$ cat src/design/dcache_settings.svh
/*
 * Data cache geometry
 * Two-way set associative, eight sets, 16-byte lines on a 32-bit
 * byte address.
 */
`ifndef DCACHE_SETTINGS_SVH
`define DCACHE_SETTINGS_SVH

// address and data bus widths
`define DC_ADDR_W     32
`define DC_WORD_W     32

// line size in bytes
`define DC_LINE_BYTES 16

`define DC_SETS       8
`define DC_WAYS       2

`endif

$ cat src/design/dcache_pkg.sv
/*
 * Data cache package
 * Field widths of the address split, the line and word types, and the
 * request and response structs on the CPU and RAM sides.
 */
`include "dcache_settings.svh"

package dcache_pkg;

    localparam int ADDR_W     = `DC_ADDR_W;
    localparam int WORD_W     = `DC_WORD_W;
    localparam int LINE_BYTES = `DC_LINE_BYTES;
    localparam int LINE_W     = LINE_BYTES * 8;
    localparam int SETS       = `DC_SETS;
    localparam int WAYS       = `DC_WAYS;

    // | tag | index | word offset | byte offset |
    localparam int BOFF_W    = $clog2(WORD_W / 8);
    localparam int WOFF_W    = $clog2(LINE_BYTES / (WORD_W / 8));
    localparam int INDEX_W   = $clog2(SETS);
    localparam int TAG_W     = ADDR_W - INDEX_W - WOFF_W - BOFF_W;
    localparam int INDEX_LSB = BOFF_W + WOFF_W;
    localparam int TAG_LSB   = INDEX_LSB + INDEX_W;

    typedef logic [ADDR_W-1:0]       addr_t;
    typedef logic [WORD_W-1:0]       word_t;
    typedef logic [LINE_W-1:0]       line_t;
    typedef logic [TAG_W-1:0]        tag_t;
    typedef logic [INDEX_W-1:0]      index_t;
    typedef logic [WOFF_W-1:0]       woff_t;
    typedef logic [BOFF_W-1:0]       boff_t;
    typedef logic [$clog2(WAYS)-1:0] way_t;

    typedef enum logic [1:0] {
        WR_NONE = 2'd0,
        WR_BYTE = 2'd1,  // wdata[7:0]
        WR_HALF = 2'd2,  // wdata[15:0]
        WR_WORD = 2'd3
    } wr_width_e;

    typedef struct packed {
        logic valid;
        logic dirty;
        tag_t tag;
    } tag_entry_t;

    typedef struct packed {
        logic      valid;
        logic      write;  // 1 for a store
        addr_t     addr;
        wr_width_e width;
        word_t     wdata;
    } cpu_req_t;

    typedef struct packed {
        logic  ready;
        word_t rdata;
    } cpu_resp_t;

    // rd and wb share the line-aligned addr
    typedef struct packed {
        logic  rd;
        logic  wb;
        addr_t addr;
        line_t wb_data;
    } mem_req_t;

endpackage

$ cat src/design/dcache_ctrl.sv
/*
 * Cache controller
 * Accepts one CPU request at a time and resolves hits in the same clock.
 * A miss writes back a dirty victim, refills the line from RAM and merges
 * a pending store into it. Keeps one recency bit per set.
 */
module dcache_ctrl
    import dcache_pkg::*;
(
    input  logic       clk,
    input  logic       rst_n,
    input  cpu_req_t   cpu_req_i,
    output cpu_resp_t  cpu_resp_o,
    output mem_req_t   mem_req_o,
    input  line_t      ram_data_i,
    input  logic       ram_ready_i,
    output index_t     lookup_index_o,
    output tag_t       lookup_tag_o,
    output way_t       lru_way_o,
    input  logic       hit_i,
    input  way_t       hit_way_i,
    input  way_t       victim_way_i,
    input  logic       victim_dirty_i,
    input  tag_t       victim_tag_i,
    input  tag_entry_t tags_i [WAYS],
    input  line_t      lines_i [WAYS],
    output cpu_req_t   merge_req_o,
    output line_t      merge_line_o,
    input  line_t      merge_line_i,
    input  word_t      merge_word_i,
    output logic       tag_wr_o,
    output logic       data_wr_o,
    output way_t       wr_way_o,
    output tag_entry_t tag_entry_o,
    output line_t      line_o
);

    typedef enum logic [1:0] {
        S_COMPARE,
        S_WRITE_BACK,
        S_REFILL
    } state_e;

    state_e    state_q;
    cpu_req_t  req_q;
    cpu_req_t  sel_req;
    way_t      victim_q;
    way_t      lru_q [SETS];  // least recently used way per set
    cpu_resp_t resp_q;
    mem_req_t  mem_req_q;
    index_t    sel_index;
    tag_t      sel_tag;
    woff_t     sel_woff;
    addr_t     line_addr;
    logic      accept;
    logic      refill_done;
    word_t     resp_word;

    // live request while idle, buffered one during a miss
    always_comb begin
        sel_req     = (state_q == S_COMPARE) ? cpu_req_i : req_q;
        sel_index   = sel_req.addr[INDEX_LSB +: INDEX_W];
        sel_tag     = sel_req.addr[TAG_LSB +: TAG_W];
        sel_woff    = sel_req.addr[BOFF_W +: WOFF_W];
        line_addr   = {sel_req.addr[ADDR_W-1:INDEX_LSB], {INDEX_LSB{1'b0}}};
        accept      = (state_q == S_COMPARE) && cpu_req_i.valid && !resp_q.ready;
        refill_done = (state_q == S_REFILL) && ram_ready_i;
    end

    always_comb begin
        merge_req_o = sel_req;
        if (!sel_req.write) begin
            merge_req_o.width = WR_NONE;  // loads never modify the line
        end
    end

    assign merge_line_o = (state_q == S_REFILL) ? ram_data_i : lines_i[hit_way_i];

    // stores answer with the merged word
    assign resp_word = sel_req.write ? merge_line_i[sel_woff * WORD_W +: WORD_W]
                                     : merge_word_i;

    assign lookup_index_o = sel_index;
    assign lookup_tag_o   = sel_tag;
    assign lru_way_o      = lru_q[sel_index];

    assign tag_wr_o    = (accept && hit_i && cpu_req_i.write) || refill_done;
    assign data_wr_o   = tag_wr_o;
    assign wr_way_o    = (state_q == S_REFILL) ? victim_q : hit_way_i;
    assign tag_entry_o = '{valid: 1'b1, dirty: sel_req.write, tag: sel_tag};
    assign line_o      = merge_line_i;

    always_ff @(posedge clk) begin
        if (accept) begin
            req_q <= cpu_req_i;
        end
    end

    always_ff @(posedge clk or negedge rst_n) begin
        if (!rst_n) begin
            state_q   <= S_COMPARE;
            victim_q  <= '0;
            resp_q    <= '0;
            mem_req_q <= '0;
            for (int s = 0; s < SETS; s++) begin
                lru_q[s] <= '0;
            end
        end else begin
            resp_q.ready <= 1'b0;
            mem_req_q.rd <= 1'b0;  // one-cycle pulses
            mem_req_q.wb <= 1'b0;
            case (state_q)
                S_COMPARE: begin
                    if (accept && hit_i) begin
                        resp_q.ready     <= 1'b1;
                        resp_q.rdata     <= resp_word;
                        lru_q[sel_index] <= ~hit_way_i;
                    end else if (accept) begin
                        victim_q <= victim_way_i;
                        if (victim_dirty_i) begin
                            mem_req_q.wb      <= 1'b1;
                            mem_req_q.addr    <= {victim_tag_i, sel_index,
                                                  {INDEX_LSB{1'b0}}};
                            mem_req_q.wb_data <= lines_i[victim_way_i];
                            state_q           <= S_WRITE_BACK;
                        end else begin
                            mem_req_q.rd   <= 1'b1;
                            mem_req_q.addr <= line_addr;
                            state_q        <= S_REFILL;
                        end
                    end
                end
                S_WRITE_BACK: begin
                    if (ram_ready_i) begin
                        mem_req_q.rd   <= 1'b1;
                        mem_req_q.addr <= line_addr;
                        state_q        <= S_REFILL;
                    end
                end
                S_REFILL: begin
                    if (ram_ready_i) begin
                        resp_q.ready     <= 1'b1;
                        resp_q.rdata     <= resp_word;
                        lru_q[sel_index] <= ~victim_q;
                        state_q          <= S_COMPARE;
                    end
                end
                default: begin
                    state_q <= S_COMPARE;
                end
            endcase
        end
    end

    assign cpu_resp_o = resp_q;
    assign mem_req_o  = mem_req_q;

endmodule

$ cat config.mk
export PLATFORM = sky130hd
export DESIGN_NAME = dcache_ctrl
export DESIGN_NICKNAME = d
export VERILOG_FILES = /design/src/design/dcache_pkg.sv /design/src/design/dcache_ctrl.sv
export VERILOG_INCLUDE_DIRS = /design/src /design/src/design
export SDC_FILE = /design/constraint.sdc
export NUM_CORES = 1
export LEC_CHECK = 0
export BUFFER_PORTS_ARGS = -buffer_cell sky130_fd_sc_hd__buf_2
export CAP_MARGIN = 15
export CORE_AREA = 4 4 496 498
export CTS_BUF_LIST = sky130_fd_sc_hd__clkbuf_2
export CTS_CLUSTER_DIAMETER = 120
export CTS_CLUSTER_SIZE = 16
export DETAILED_ROUTE_END_ITERATION = 16
export DIE_AREA = 0 0 500 502
export GPL_TIMING_DRIVEN = 0
export SLEW_MARGIN = 15
export SYNTH_ARGS = -nofsm -noshare
export SYNTH_HDL_FRONTEND = slang
export SYNTH_SLANG_ARGS = --single-unit
$ cat constraint.sdc
create_clock -name clk -period 6.3 [get_ports clk]
set_input_delay 0.315 -clock clk [delete_from_list [all_inputs] [get_ports clk]]
set_output_delay 0.315 -clock clk [all_outputs]
set_load 0.02 [all_outputs]
==> metrics.yaml <==
finish:
  drive_gt1_share_pct: 37.7
  syn2layout_area_growth_pct: 125
  final_cells: 7471
  final_common_cell: "buf_2"
  finalNetCount: 4875
  final_util_pct: 16.1
  final_cell_mix: "buf_2, dlygate4sd3_1, nand2_1, mux2i_1, dfrtp_1"
routing:
  postRouteAntennaNets: 0
  vias: 26300
  wirelength_mm: 217
  drt_first_pass_iters: 5
  via_per_inst: 3.52
  drt_iter0_drc: 2200
  wl_per_cell_um: 29.0
  drc: 0
yosys:
  synth_cells: 1866
  synth_cell_type_count: 45
  async_flop_share_pct: 74.8
  synthTopCellsByArea: "dfrtp_1, mux2i_1, edfxtp_1"
  syn_area_um2: 17300
  synth.avg_cell_area_um2: 9.28
  ys_seq_elements: 270
  synth_edf_count: 68
  yosysSeqAreaShare_pct: 41.0
  yosysTopAreaCellShare_pct: 29.2
  synth_ff_type: "dfrtp_1"
  ys_warn_count: 0
  synth.largest_area_cell: "dfrtp_1"
placement:
  port_buffers: 1214
  hpwl_mm: 184
  dp_cells: 6303
  gp_congestion: 0.975
clock_tree:
  path_clk_slew_ns: 0.36
  post_cts_resized: 0
  cts.sinks: 270
  cts-root-buf: "clkbuf_2"
  clk_latency_ns: 1.53
  htree_levels: 1
  cts_tree: "yes"
  numCtsBuffers: 27
  ctsLongestPathBuffers: 3
  postCtsSetupBuffers: 0
timing:
  fin_crit_ns: 5.23
  fin_crit_sh_pct: 83.0
  skew_ns: 0.169
  relSlewSlack_pct: 21.7
  drv_slew: 0
  grt_setup_unrepaired: "no"
  fmax_mhz: 191
  setup_viol: 0
  tightest_slew_ns: 1.14
  final_hold_viol_count: 0
power_and_ir_drop:
  irDropWorstVdd_mv: 0.279
  power_density_nw_per_um2: 316
  p_leak_nw: 18.6
hold_path:
  hp-class: "in2reg"
floorplanning:
  fp.dieW_um: 500
  core_area_um2: 242000
  rows: 181
  die_area_um2: 251000
  io_pins: 1276
  start_util_pct: 7.15
  die_y_um: 502
setup_path:
  cp-end-kind: "output pin"
  worstPathArrival_ns: 4.92
  crit_type: "reg2out"
  crit_path_max_fanout: 10
  cp.required_ns: 5.98
  crit_path_start_kind: "register"
grt:
  grt_pass1_wl_mm: 269
  grt_antenna_before_repair: 196
  grt_max_degree: 77
  grt_pass1_vias: 26300
  grt_usage_pct: 16.3
  globalRouteOverflowTotal: 0
job:
  cap_violations: 0
run_status:
  status: "finished clean"
Yosys cell counts (10+ instances only):
cell type  instances
and3_2            12
dfrtp_1          202
and3_1            20
clkbuf_1          71
o21ai_0          157
edfxtp_1          68
a221o_1           32
o21ai_1          131
buf_1             10
mux2i_1          381
buf_4            188
nand2_1          474
buf_2             40
metrics by stage:
stage	hold slack (ns)	power, mW	instance area (um^2)	TNS [ns]	worst slack (ns)
floorplan	0.0194	6.25	17300	0	1.05
global placement	0.459	9.66	27400	-35.64	-1.21
detailed placement	0.302	9.75	27900	0	2.38
CTS	0.000390	12.3	38700	0	0.629
global route	0.0889	12.9	38800	0	0.635
finish	0.285	12.3	38900	0	1.07
layer usage:
| layer | wire length [um] | part of all wire, % | global-route usage (%) | vias up |
|---|---|---|---|---|
| li1 | - | - | - | 11000 |
| met1 | 75300 | 35 | 17.0 | 12600 |
| met2 | 97200 | 45 | 26.3 | 1935 |
| met3 | 29300 | 13 | 8.71 | 583 |
| met4 | 14300 | 6.6 | 9.40 | 144 |
| met5 | 949 | 0.44 | 0.367 | - |
where the power goes:
part           switching [mW]  total, mW  leakage (nW)  internal, mW
clock                   0.858       1.06         0.206         0.197
combinational            5.13       8.34          15.2          3.21
sequential              0.395       2.89          3.16          2.49
total                    6.38       12.3          18.6          5.90
path summary, 6_finish.rpt:
kind                                                  from                         end  slack (ns)  depth (start not counted)
worst min-delay path                          lines_i[209]   mem_req_o[81]$_DFFE_PN0P_        0.28                          5
worst max register to register      state_q[1]$_DFFE_PN0P_  cpu_resp_o[19]$_DFFE_PN0P_        1.51                         13
max in group asynchronous                            rst_n   mem_req_o[55]$_DFFE_PN0P_        4.83                          6
min in group asynchronous                            rst_n  mem_req_o[139]$_DFFE_PN0P_        0.50                          5
worst min register to register  mem_req_o[145]$_DFFE_PN0P_  mem_req_o[145]$_DFFE_PN0P_        0.52                          2
worst max-delay path                state_q[0]$_DFFE_PN0P_            merge_line_o[14]        1.07                          9
cell type report:
cell class	instances	area, um^2
tap	3202	4010
clock inverter	12	145
sequential	270	7100
buffer	324	2170
clock buffer	35	175
fill	27300	203000
timing repair buffer	2279	16900
inverter	10	42.5
multi-input combinational	1265	8130
antenna	74	185
logic make-up (layout without fill, tap and decap cells):
kind of cell | Yosys count | in the layout | share of synthesized area, %
mux | 395 | 395 | 23.1
flops | 270 | 270 | 41.0
other cells | 2 | 79 | 0.0434
compound gates | 331 | 331 | 10.6
simple gates | 534 | 534 | 12.6
buf+inv | 334 | 2660 | 12.7
registers in the layout (all words and copies together), names as in the netlist:
register,count
cpu_resp_o,33
lru_q,8
mem_req_o,158
req_q,68
state_q,2
victim_q,1
timing repair:
action,in CTS,in global routing
hold buffers,1047,0
endpoints found under the setup margin,0,0
endpoints found under the hold margin,539,0
critical path, cell delays in order (launching register included):
cell,delay (ns)
dfrtp_1,0.45
buf_2,0.17
nor2b_1,0.13
clkbuf_2,0.20
buf_2,0.36
clkbuf_2,0.55
buf_2,0.67
nand2_1,0.33
o21ai_0,0.20
buf_2,0.41
Power figures use the tool's default switching activity.
