<file path="src/design/dcache_settings.svh">
/*
 * Data cache geometry
 * Two-way set associative, eight sets, 16-byte lines on a 32-bit
 * byte address.
 */
`ifndef DCACHE_SETTINGS_SVH
`define DCACHE_SETTINGS_SVH

// address and data bus widths
`define DC_ADDR_W     32
`define DC_WORD_W     32

// line size in bytes
`define DC_LINE_BYTES 16

`define DC_SETS       8
`define DC_WAYS       2

`endif

</file>
<file path="src/design/dcache_pkg.sv">
/*
 * Data cache package
 * Field widths of the address split, the line and word types, and the
 * request and response structs on the CPU and RAM sides.
 */
`include "dcache_settings.svh"

package dcache_pkg;

    localparam int ADDR_W     = `DC_ADDR_W;
    localparam int WORD_W     = `DC_WORD_W;
    localparam int LINE_BYTES = `DC_LINE_BYTES;
    localparam int LINE_W     = LINE_BYTES * 8;
    localparam int SETS       = `DC_SETS;
    localparam int WAYS       = `DC_WAYS;

    // | tag | index | word offset | byte offset |
    localparam int BOFF_W    = $clog2(WORD_W / 8);
    localparam int WOFF_W    = $clog2(LINE_BYTES / (WORD_W / 8));
    localparam int INDEX_W   = $clog2(SETS);
    localparam int TAG_W     = ADDR_W - INDEX_W - WOFF_W - BOFF_W;
    localparam int INDEX_LSB = BOFF_W + WOFF_W;
    localparam int TAG_LSB   = INDEX_LSB + INDEX_W;

    typedef logic [ADDR_W-1:0]       addr_t;
    typedef logic [WORD_W-1:0]       word_t;
    typedef logic [LINE_W-1:0]       line_t;
    typedef logic [TAG_W-1:0]        tag_t;
    typedef logic [INDEX_W-1:0]      index_t;
    typedef logic [WOFF_W-1:0]       woff_t;
    typedef logic [BOFF_W-1:0]       boff_t;
    typedef logic [$clog2(WAYS)-1:0] way_t;

    typedef enum logic [1:0] {
        WR_NONE = 2'd0,
        WR_BYTE = 2'd1,  // wdata[7:0]
        WR_HALF = 2'd2,  // wdata[15:0]
        WR_WORD = 2'd3
    } wr_width_e;

    typedef struct packed {
        logic valid;
        logic dirty;
        tag_t tag;
    } tag_entry_t;

    typedef struct packed {
        logic      valid;
        logic      write;  // 1 for a store
        addr_t     addr;
        wr_width_e width;
        word_t     wdata;
    } cpu_req_t;

    typedef struct packed {
        logic  ready;
        word_t rdata;
    } cpu_resp_t;

    // rd and wb share the line-aligned addr
    typedef struct packed {
        logic  rd;
        logic  wb;
        addr_t addr;
        line_t wb_data;
    } mem_req_t;

endpackage

</file>
<file path="src/design/dcache_way_store.sv">
/*
 * Way storage
 * One register per set and way. All ways of one set are read
 * combinationally, one way of one set is written per clock.
 */
module dcache_way_store
    import dcache_pkg::*;
#(
    parameter type entry_t = tag_entry_t
) (
    input  logic   clk,
    input  logic   rst_n,
    input  index_t rd_index_i,
    output entry_t rd_entries_o [WAYS],
    input  logic   wr_en_i,
    input  index_t wr_index_i,
    input  way_t   wr_way_i,
    input  entry_t wr_entry_i
);

    entry_t mem_q [SETS][WAYS];

    always_ff @(posedge clk or negedge rst_n) begin
        if (!rst_n) begin
            for (int s = 0; s < SETS; s++) begin
                for (int w = 0; w < WAYS; w++) begin
                    mem_q[s][w] <= entry_t'('0);
                end
            end
        end else if (wr_en_i) begin
            mem_q[wr_index_i][wr_way_i] <= wr_entry_i;
        end
    end

    always_comb begin
        for (int w = 0; w < WAYS; w++) begin
            rd_entries_o[w] = mem_q[rd_index_i][w];
        end
    end

endmodule

</file>
<file path="config.mk">
export PLATFORM = sky130hd
export DESIGN_NAME = dcache_way_store
export DESIGN_NICKNAME = d
export VERILOG_FILES = /design/src/design/dcache_pkg.sv /design/src/design/dcache_way_store.sv
export VERILOG_INCLUDE_DIRS = /design/src /design/src/design
export SDC_FILE = /design/constraint.sdc
export NUM_CORES = 1
export LEC_CHECK = 0
export BUFFER_PORTS_ARGS = -buffer_cell sky130_fd_sc_hd__buf_2
export CAP_MARGIN = 20
export CORE_AREA = 3 3 217 219
export CTS_CLUSTER_SIZE = 25
export DETAILED_ROUTE_END_ITERATION = 8
export DIE_AREA = 0 0 220 222
export SETUP_SLACK_MARGIN = 0.1
export SLEW_MARGIN = 5
export SYNTH_ARGS = -nofsm -noshare
export SYNTH_HDL_FRONTEND = slang
export SYNTH_SLANG_ARGS = --single-unit
</file>
<file path="constraint.sdc">
create_clock -name clk -period 3.3 [get_ports clk]
set_input_delay 0.66 -clock clk [delete_from_list [all_inputs] [get_ports clk]]
set_output_delay 0.66 -clock clk [all_outputs]
set_load 0.03 [all_outputs]
</file>
==> impl_metrics.yaml, run 1 <==
timing:
  period_minus_slack_ns: 2.86
  fmax_ghz: 0.349
  skew_ns: 0
  grt_setup_unrepaired: "no"
  fin_crit_sh_pct: 86.7
  slew_headroom_pct: 56.7
  report.final.setup_viol: 0
  drv_slew: 0
  hold_ws_ns: 0.484
  fin_setup_tns_ns: 0
  timing.final.hold_violations: 0
  worst_slew_pin_slew_ns: 0.649
synthesis:
  syn_nets: 1184
  synth-seq-cells: 432
  synth_fa_ha_area_share_pct: 0
  synth-xor-area-share_pct: 0
  synth-compound-area-share_pct: 0
  synth.avg_cell_area_um2: 16.9
  ys_seq_area_share_pct: 55.9
  synth_area_um2: 19400
  muxShareOfSynthArea_pct: 40.8
  synth_top_family_by_area: "multiplexers"
  synth_cell_types: 19
  synthCells: 1147
  synthSimpleGateAreaFrac_pct: 0.944
  yosysWarningCount: 0
clocking:
  htreeDepth: 2
  cts_buffers: 47
  cts.repair.resized: 0
  clock-sinks: 432
  cts_tree: "yes"
  insertion_delay_ns: 0.57
  clockBufferDepth: 3
  cts_root_buffer: "clkbuf_16"
  cts.clk_slew.worst_paths_ns: 0.06
  postCtsHoldBufs: 1
  post-cts-setup-buffers: 0
setup_path:
  startpoint: "rd_index_i[0]"
  cp.required_ns: 2.64
  path_class: "in2out"
  timing.rr.start: "mem_q[173]"
  worstPathArrival_ns: 2.20
  worst-path-buf-inv: 3
  r2r-end: "mem_q[173]"
  regToRegSetupSlack_ns: 2.50
  cp_num_cells: 5
  cp-endpoint: "rd_entries_o[46]"
  max_stage_delay_ns: 0.55
  path_max_fanout: 37
  endpoint_kind: "output pin"
  cp-start-kind: "input port"
  cp_slowest_cell: "mux4_2"
  path_cells: "buf_6 > buf_12 > mux4_2 > mux2_2 > buf_2"
  cp_top_family: "multiplexers"
  reg2reg_depth: 1
detailed_routing:
  ant_nets: 0
  drt-initial-drc-count: 472
  wire_per_inst_um: 23.9
  drt_wl_total_um: 44600
  dr.pass1.iters: 4
  vias_per_cell: 5.52
  drcViolationCount: 0
  vias: 10300
worst_hold_path:
  hold_class: "reg2reg"
  whs_path_depth: 1
job:
  max-cap-violations: 0
global_route:
  grt.busiest_layer: "met2"
  grt-ovfl-total: 0
  grt_pass1_wl_um: 70200
  antenna_found_initial: 1
  first_global_vias: 11200
  gr-usage-met1_pct: 26.5
  grt_usage_pct: 18.9
  grtUsageMet3_pct: 2.84
  grt_max_degree: 116
  grt.met2_usage_pct: 31.1
cells_and_area:
  top_register: "mem_q"
  final_cell_mix: "449 x mux2_2, 432 x dfrtp_1, 108 x mux4_2"
  reg_top3: "mem_q: 432 flops"
  finalNonFillerCells: 1863
  largest_register_ffs: 432
  final_common_cell: "mux2_2"
  drive_gt1_share_pct: 61.1
  syn2layout_area_growth_pct: 14.6
  layout.nets: 1265
power:
  fin_total_pwr_w: 0.0152
  p_leak_nw: 9.53
  vdd_drop_max_mv: 0.393
  power_density_nw_per_um2: 687
floorplan:
  coreArea_um2: 45300
  die_h_um: 222
  die_w_um: 220
  num_io_pins: 91
  dieArea_um2: 48800
  initial_core_util_pct: 42.7
  rows: 78
placement:
  io_buffers: 90
  place_inst: 1778
  dp_hpwl_um: 26400
  gp_congestion: 0.724
run_status:
  status: "completed"
Yosys cell counts, drive strengths merged:
library cell / count / area share [%]
mux4: 108 / 13
buf: 54 / 1.5
and3: 1 / 0.032
dfrtp: 432 / 56
clkbuf: 43 / 0.83
or3: 3 / 0.097
nor2: 10 / 0.31
nor3b: 1 / 0.065
nand3: 1 / 0.052
mux2: 486 / 28
nand2: 2 / 0.039
nand2b: 2 / 0.065
nand3b: 4 / 0.28
metrics by stage:
stage | utilization (%) | area, um^2 | setup slack (ns)
after floorplan | - | 19400 | 0.458
after global placement | 45.7 | 20700 | 0.457
after detailed placement | 45.7 | 20700 | 0.435
after CTS | 49.0 | 22200 | 0.430
after global routing | 49.0 | 22200 | 0.381
final | 49.0 | 22200 | 0.438
layout make-up:
| class | instances | area (um^2) |
|---|---|---|
| diodes | 1 | 2.50 |
| clock buffers | 74 | 1410 |
| clock inverters | 9 | 65.1 |
| fillers | 3899 | 23100 |
| multi-input cells | 618 | 8140 |
| flip-flops and latches | 432 | 10800 |
| well taps | 600 | 751 |
| repair buffers | 129 | 1000 |
cells by family (layout without fill, tap and decap cells):
kind of cell | after synthesis | in the layout
buf+inv | 97 | 212
flops | 432 | 432
mux | 594 | 594
other cells | 0 | 1
simple gates | 24 | 24
worst min-delay path by stage:
stage                     startpoint         end
after floorplan                rst_n    mem_q[0]
after global placement    mem_q[341]  mem_q[341]
after detailed placement  mem_q[117]  mem_q[117]
after CTS                      rst_n  mem_q[122]
after global routing      mem_q[117]  mem_q[117]
final                     mem_q[117]  mem_q[117]
power breakdown:
group	internal (W)	switching (W)	total [W]	leakage, nW
registers	0.00653	0.000579	0.00711	5.30
clock network	0.00292	0.00211	0.00504	0.720
logic	0.00177	0.00133	0.00310	3.52
layer usage:
metal	up-vias	part of all wire (%)	wire, um
met5	-	0	0
met4	0	1.6	714
met3	55	3.1	1400
met2	125	49	22000
met1	5658	46	20400
li1	4445	-	-
No activity file was read; power rests on OpenSTA's default activity.
==> inputs of run 2 (changes only) <==
Settings changed: CORE_AREA 3 3 217 219 to 3 3 236 238, DIE_AREA 0 0 220 222 to 0 0 239 241.
==> run 2 against run 1 <==
Against the previous run: first-iteration DRC count up 24%; worst hold slack worse by 0.46 ns; clock-buffer cell count down 4; fmax down 0.52%; cell count up 5.2%; routed wire length up 2.0%; sequential power about the same; combinational power about the same; power up 2.6%; flip-flop and latch count unchanged; critical path depth unchanged; highest routed layer unchanged.
==> impl_metrics.yaml, run 2 (same netlist as run 1, synthesis figures left out) <==
floorplan:
  die_w_um: 239
  die_h_um: 241
  dieArea_um2: 57600
  rows: 85
  num_io_pins: 91
  initial_core_util_pct: 36.0
  coreArea_um2: 53800
global_route:
  first_global_vias: 11400
  grt_pass1_wl_um: 71600
  grt-ovfl-total: 0
  antenna_found_initial: 1
  grt_max_degree: 71
  grt_usage_pct: 16.3
detailed_routing:
  drcViolationCount: 0
  vias_per_cell: 5.25
  drt-initial-drc-count: 583
  dr.pass1.iters: 4
  ant_nets: 0
  vias: 10300
  wire_per_inst_um: 23.2
  drt_wl_total_um: 45500
cells_and_area:
  final_common_cell: "mux2_2"
  drive_gt1_share_pct: 61.6
  num-fill-cells: 4831
  largest_register_ffs: 432
  syn2layout_area_growth_pct: 15.8
  reg_top3: "mem_q: 432 flops"
  finalNonFillerCells: 1959
  diodes: 0
  top_register: "mem_q"
  multi_input_area_um2: 8140
  finalInstanceArea_um2: 22400
  final_cell_mix: "449 x mux2_2, 432 x dfrtp_1, 108 x mux4_2"
  seqCellArea_um2: 10800
  layout.nets: 1264
clocking:
  cts.clk_slew.worst_paths_ns: 0.06
  post-cts-setup-buffers: 0
  cts_buffers: 47
  insertion_delay_ns: 0.58
  cts.repair.resized: 0
  postCtsHoldBufs: 0
  clockBufferDepth: 3
  htreeDepth: 2
  cts_root_buffer: "clkbuf_16"
  clock-sinks: 432
  cts_tree: "yes"
timing:
  report.final.setup_viol: 0
  fin_setup_tns_ns: 0
  fmax_ghz: 0.348
  fin_crit_sh_pct: 87.2
  grt_setup_unrepaired: "no"
  slew_headroom_pct: 29.8
  worst_slew_pin_slew_ns: 1.05
  setup_slack_ns: 0.423
  timing.final.hold_violations: 0
  skew_ns: 0
  drv_slew: 0
  period_minus_slack_ns: 2.88
setup_path:
  endpoint_kind: "output pin"
  cp.required_ns: 2.64
  cp-start-kind: "input port"
  path_max_fanout: 28
  path_class: "in2out"
  worstPathArrival_ns: 2.22
placement:
  dpl_cell_area_um2: 20800
  dpl_worst_slack_ns: 0.391
  dp_hpwl_um: 26900
  place_inst: 1874
  io_buffers: 90
  gp_congestion: 0.690
job:
  max-cap-violations: 0
power:
  vdd_drop_max_mv: 0.434
  p_sw_share_pct: 26.1
  seq_power_share_pct: 45.4
  pwr-share-clk_pct: 34.6
  p_comb_share_pct: 20.0
  p_leak_nw: 9.59
  p_switching_w: 0.00408
  fin_total_pwr_w: 0.0156
  power_density_nw_per_um2: 698
  p_int_w: 0.0116
run_status:
  status: "completed"
worst_hold_path:
  hold_class: "in2async"
==> run 2: final timing paths <==
path                          startpoint              end  slack, ns  depth (start not counted)
max in group asynchronous          rst_n       mem_q[386]       2.48                          2
hold / removal                     rst_n        mem_q[80]       0.03                          1
setup / recovery           rd_index_i[0]  rd_entries_o[0]       0.42                          5
setup reg to reg              mem_q[212]       mem_q[212]       2.49                          1
hold reg to reg               mem_q[173]       mem_q[173]       0.49                          1
min in group clk              mem_q[173]       mem_q[173]       0.49                          1
==> run 2: metal layers <==
layer	share of wire, %	track usage (%)	up-vias
li1	-	-	4454
met1	46	22.7	5632
met2	49	27.0	160
met3	3.6	2.33	42
met4	1.6	4.32	0
met5	0	0	-
==> run 2: metrics by stage <==
stage / utilization (%) / hold slack, ns
CTS: 41.7 / 0.0120
finish: 41.7 / 0.0269
global route: 41.7 / 0.0433
detailed placement: 38.7 / 0.475
global placement: 38.7 / 0.468
floorplan: - / 0.364
==> run 2: cell type report <==
type	instances	share of cell area (%)
well taps	696	3.89
repair buffers	128	4.44
multi-input cells	618	36.3
clock inverters	15	0.871
flip-flops and latches	432	48.2
clock buffers	70	6.26
==> run 2: critical path, cell delays in order <==
cell	delay, ns
buf_6	0.20
buf_12	0.29
mux4_2	0.53
mux2_2	0.30
buf_2	0.19
==> run 2: power by group through the flow <==
stage	Sequential, W	Clock, W	Combinational, W
global route	0.00727	0.00578	0.00340
CTS	0.00711	0.00558	0.00320
global placement	0.00715	0	0.00313
floorplan	0.00699	0	0.00244
detailed placement	0.00720	0	0.00320
finish	0.00711	0.00541	0.00313
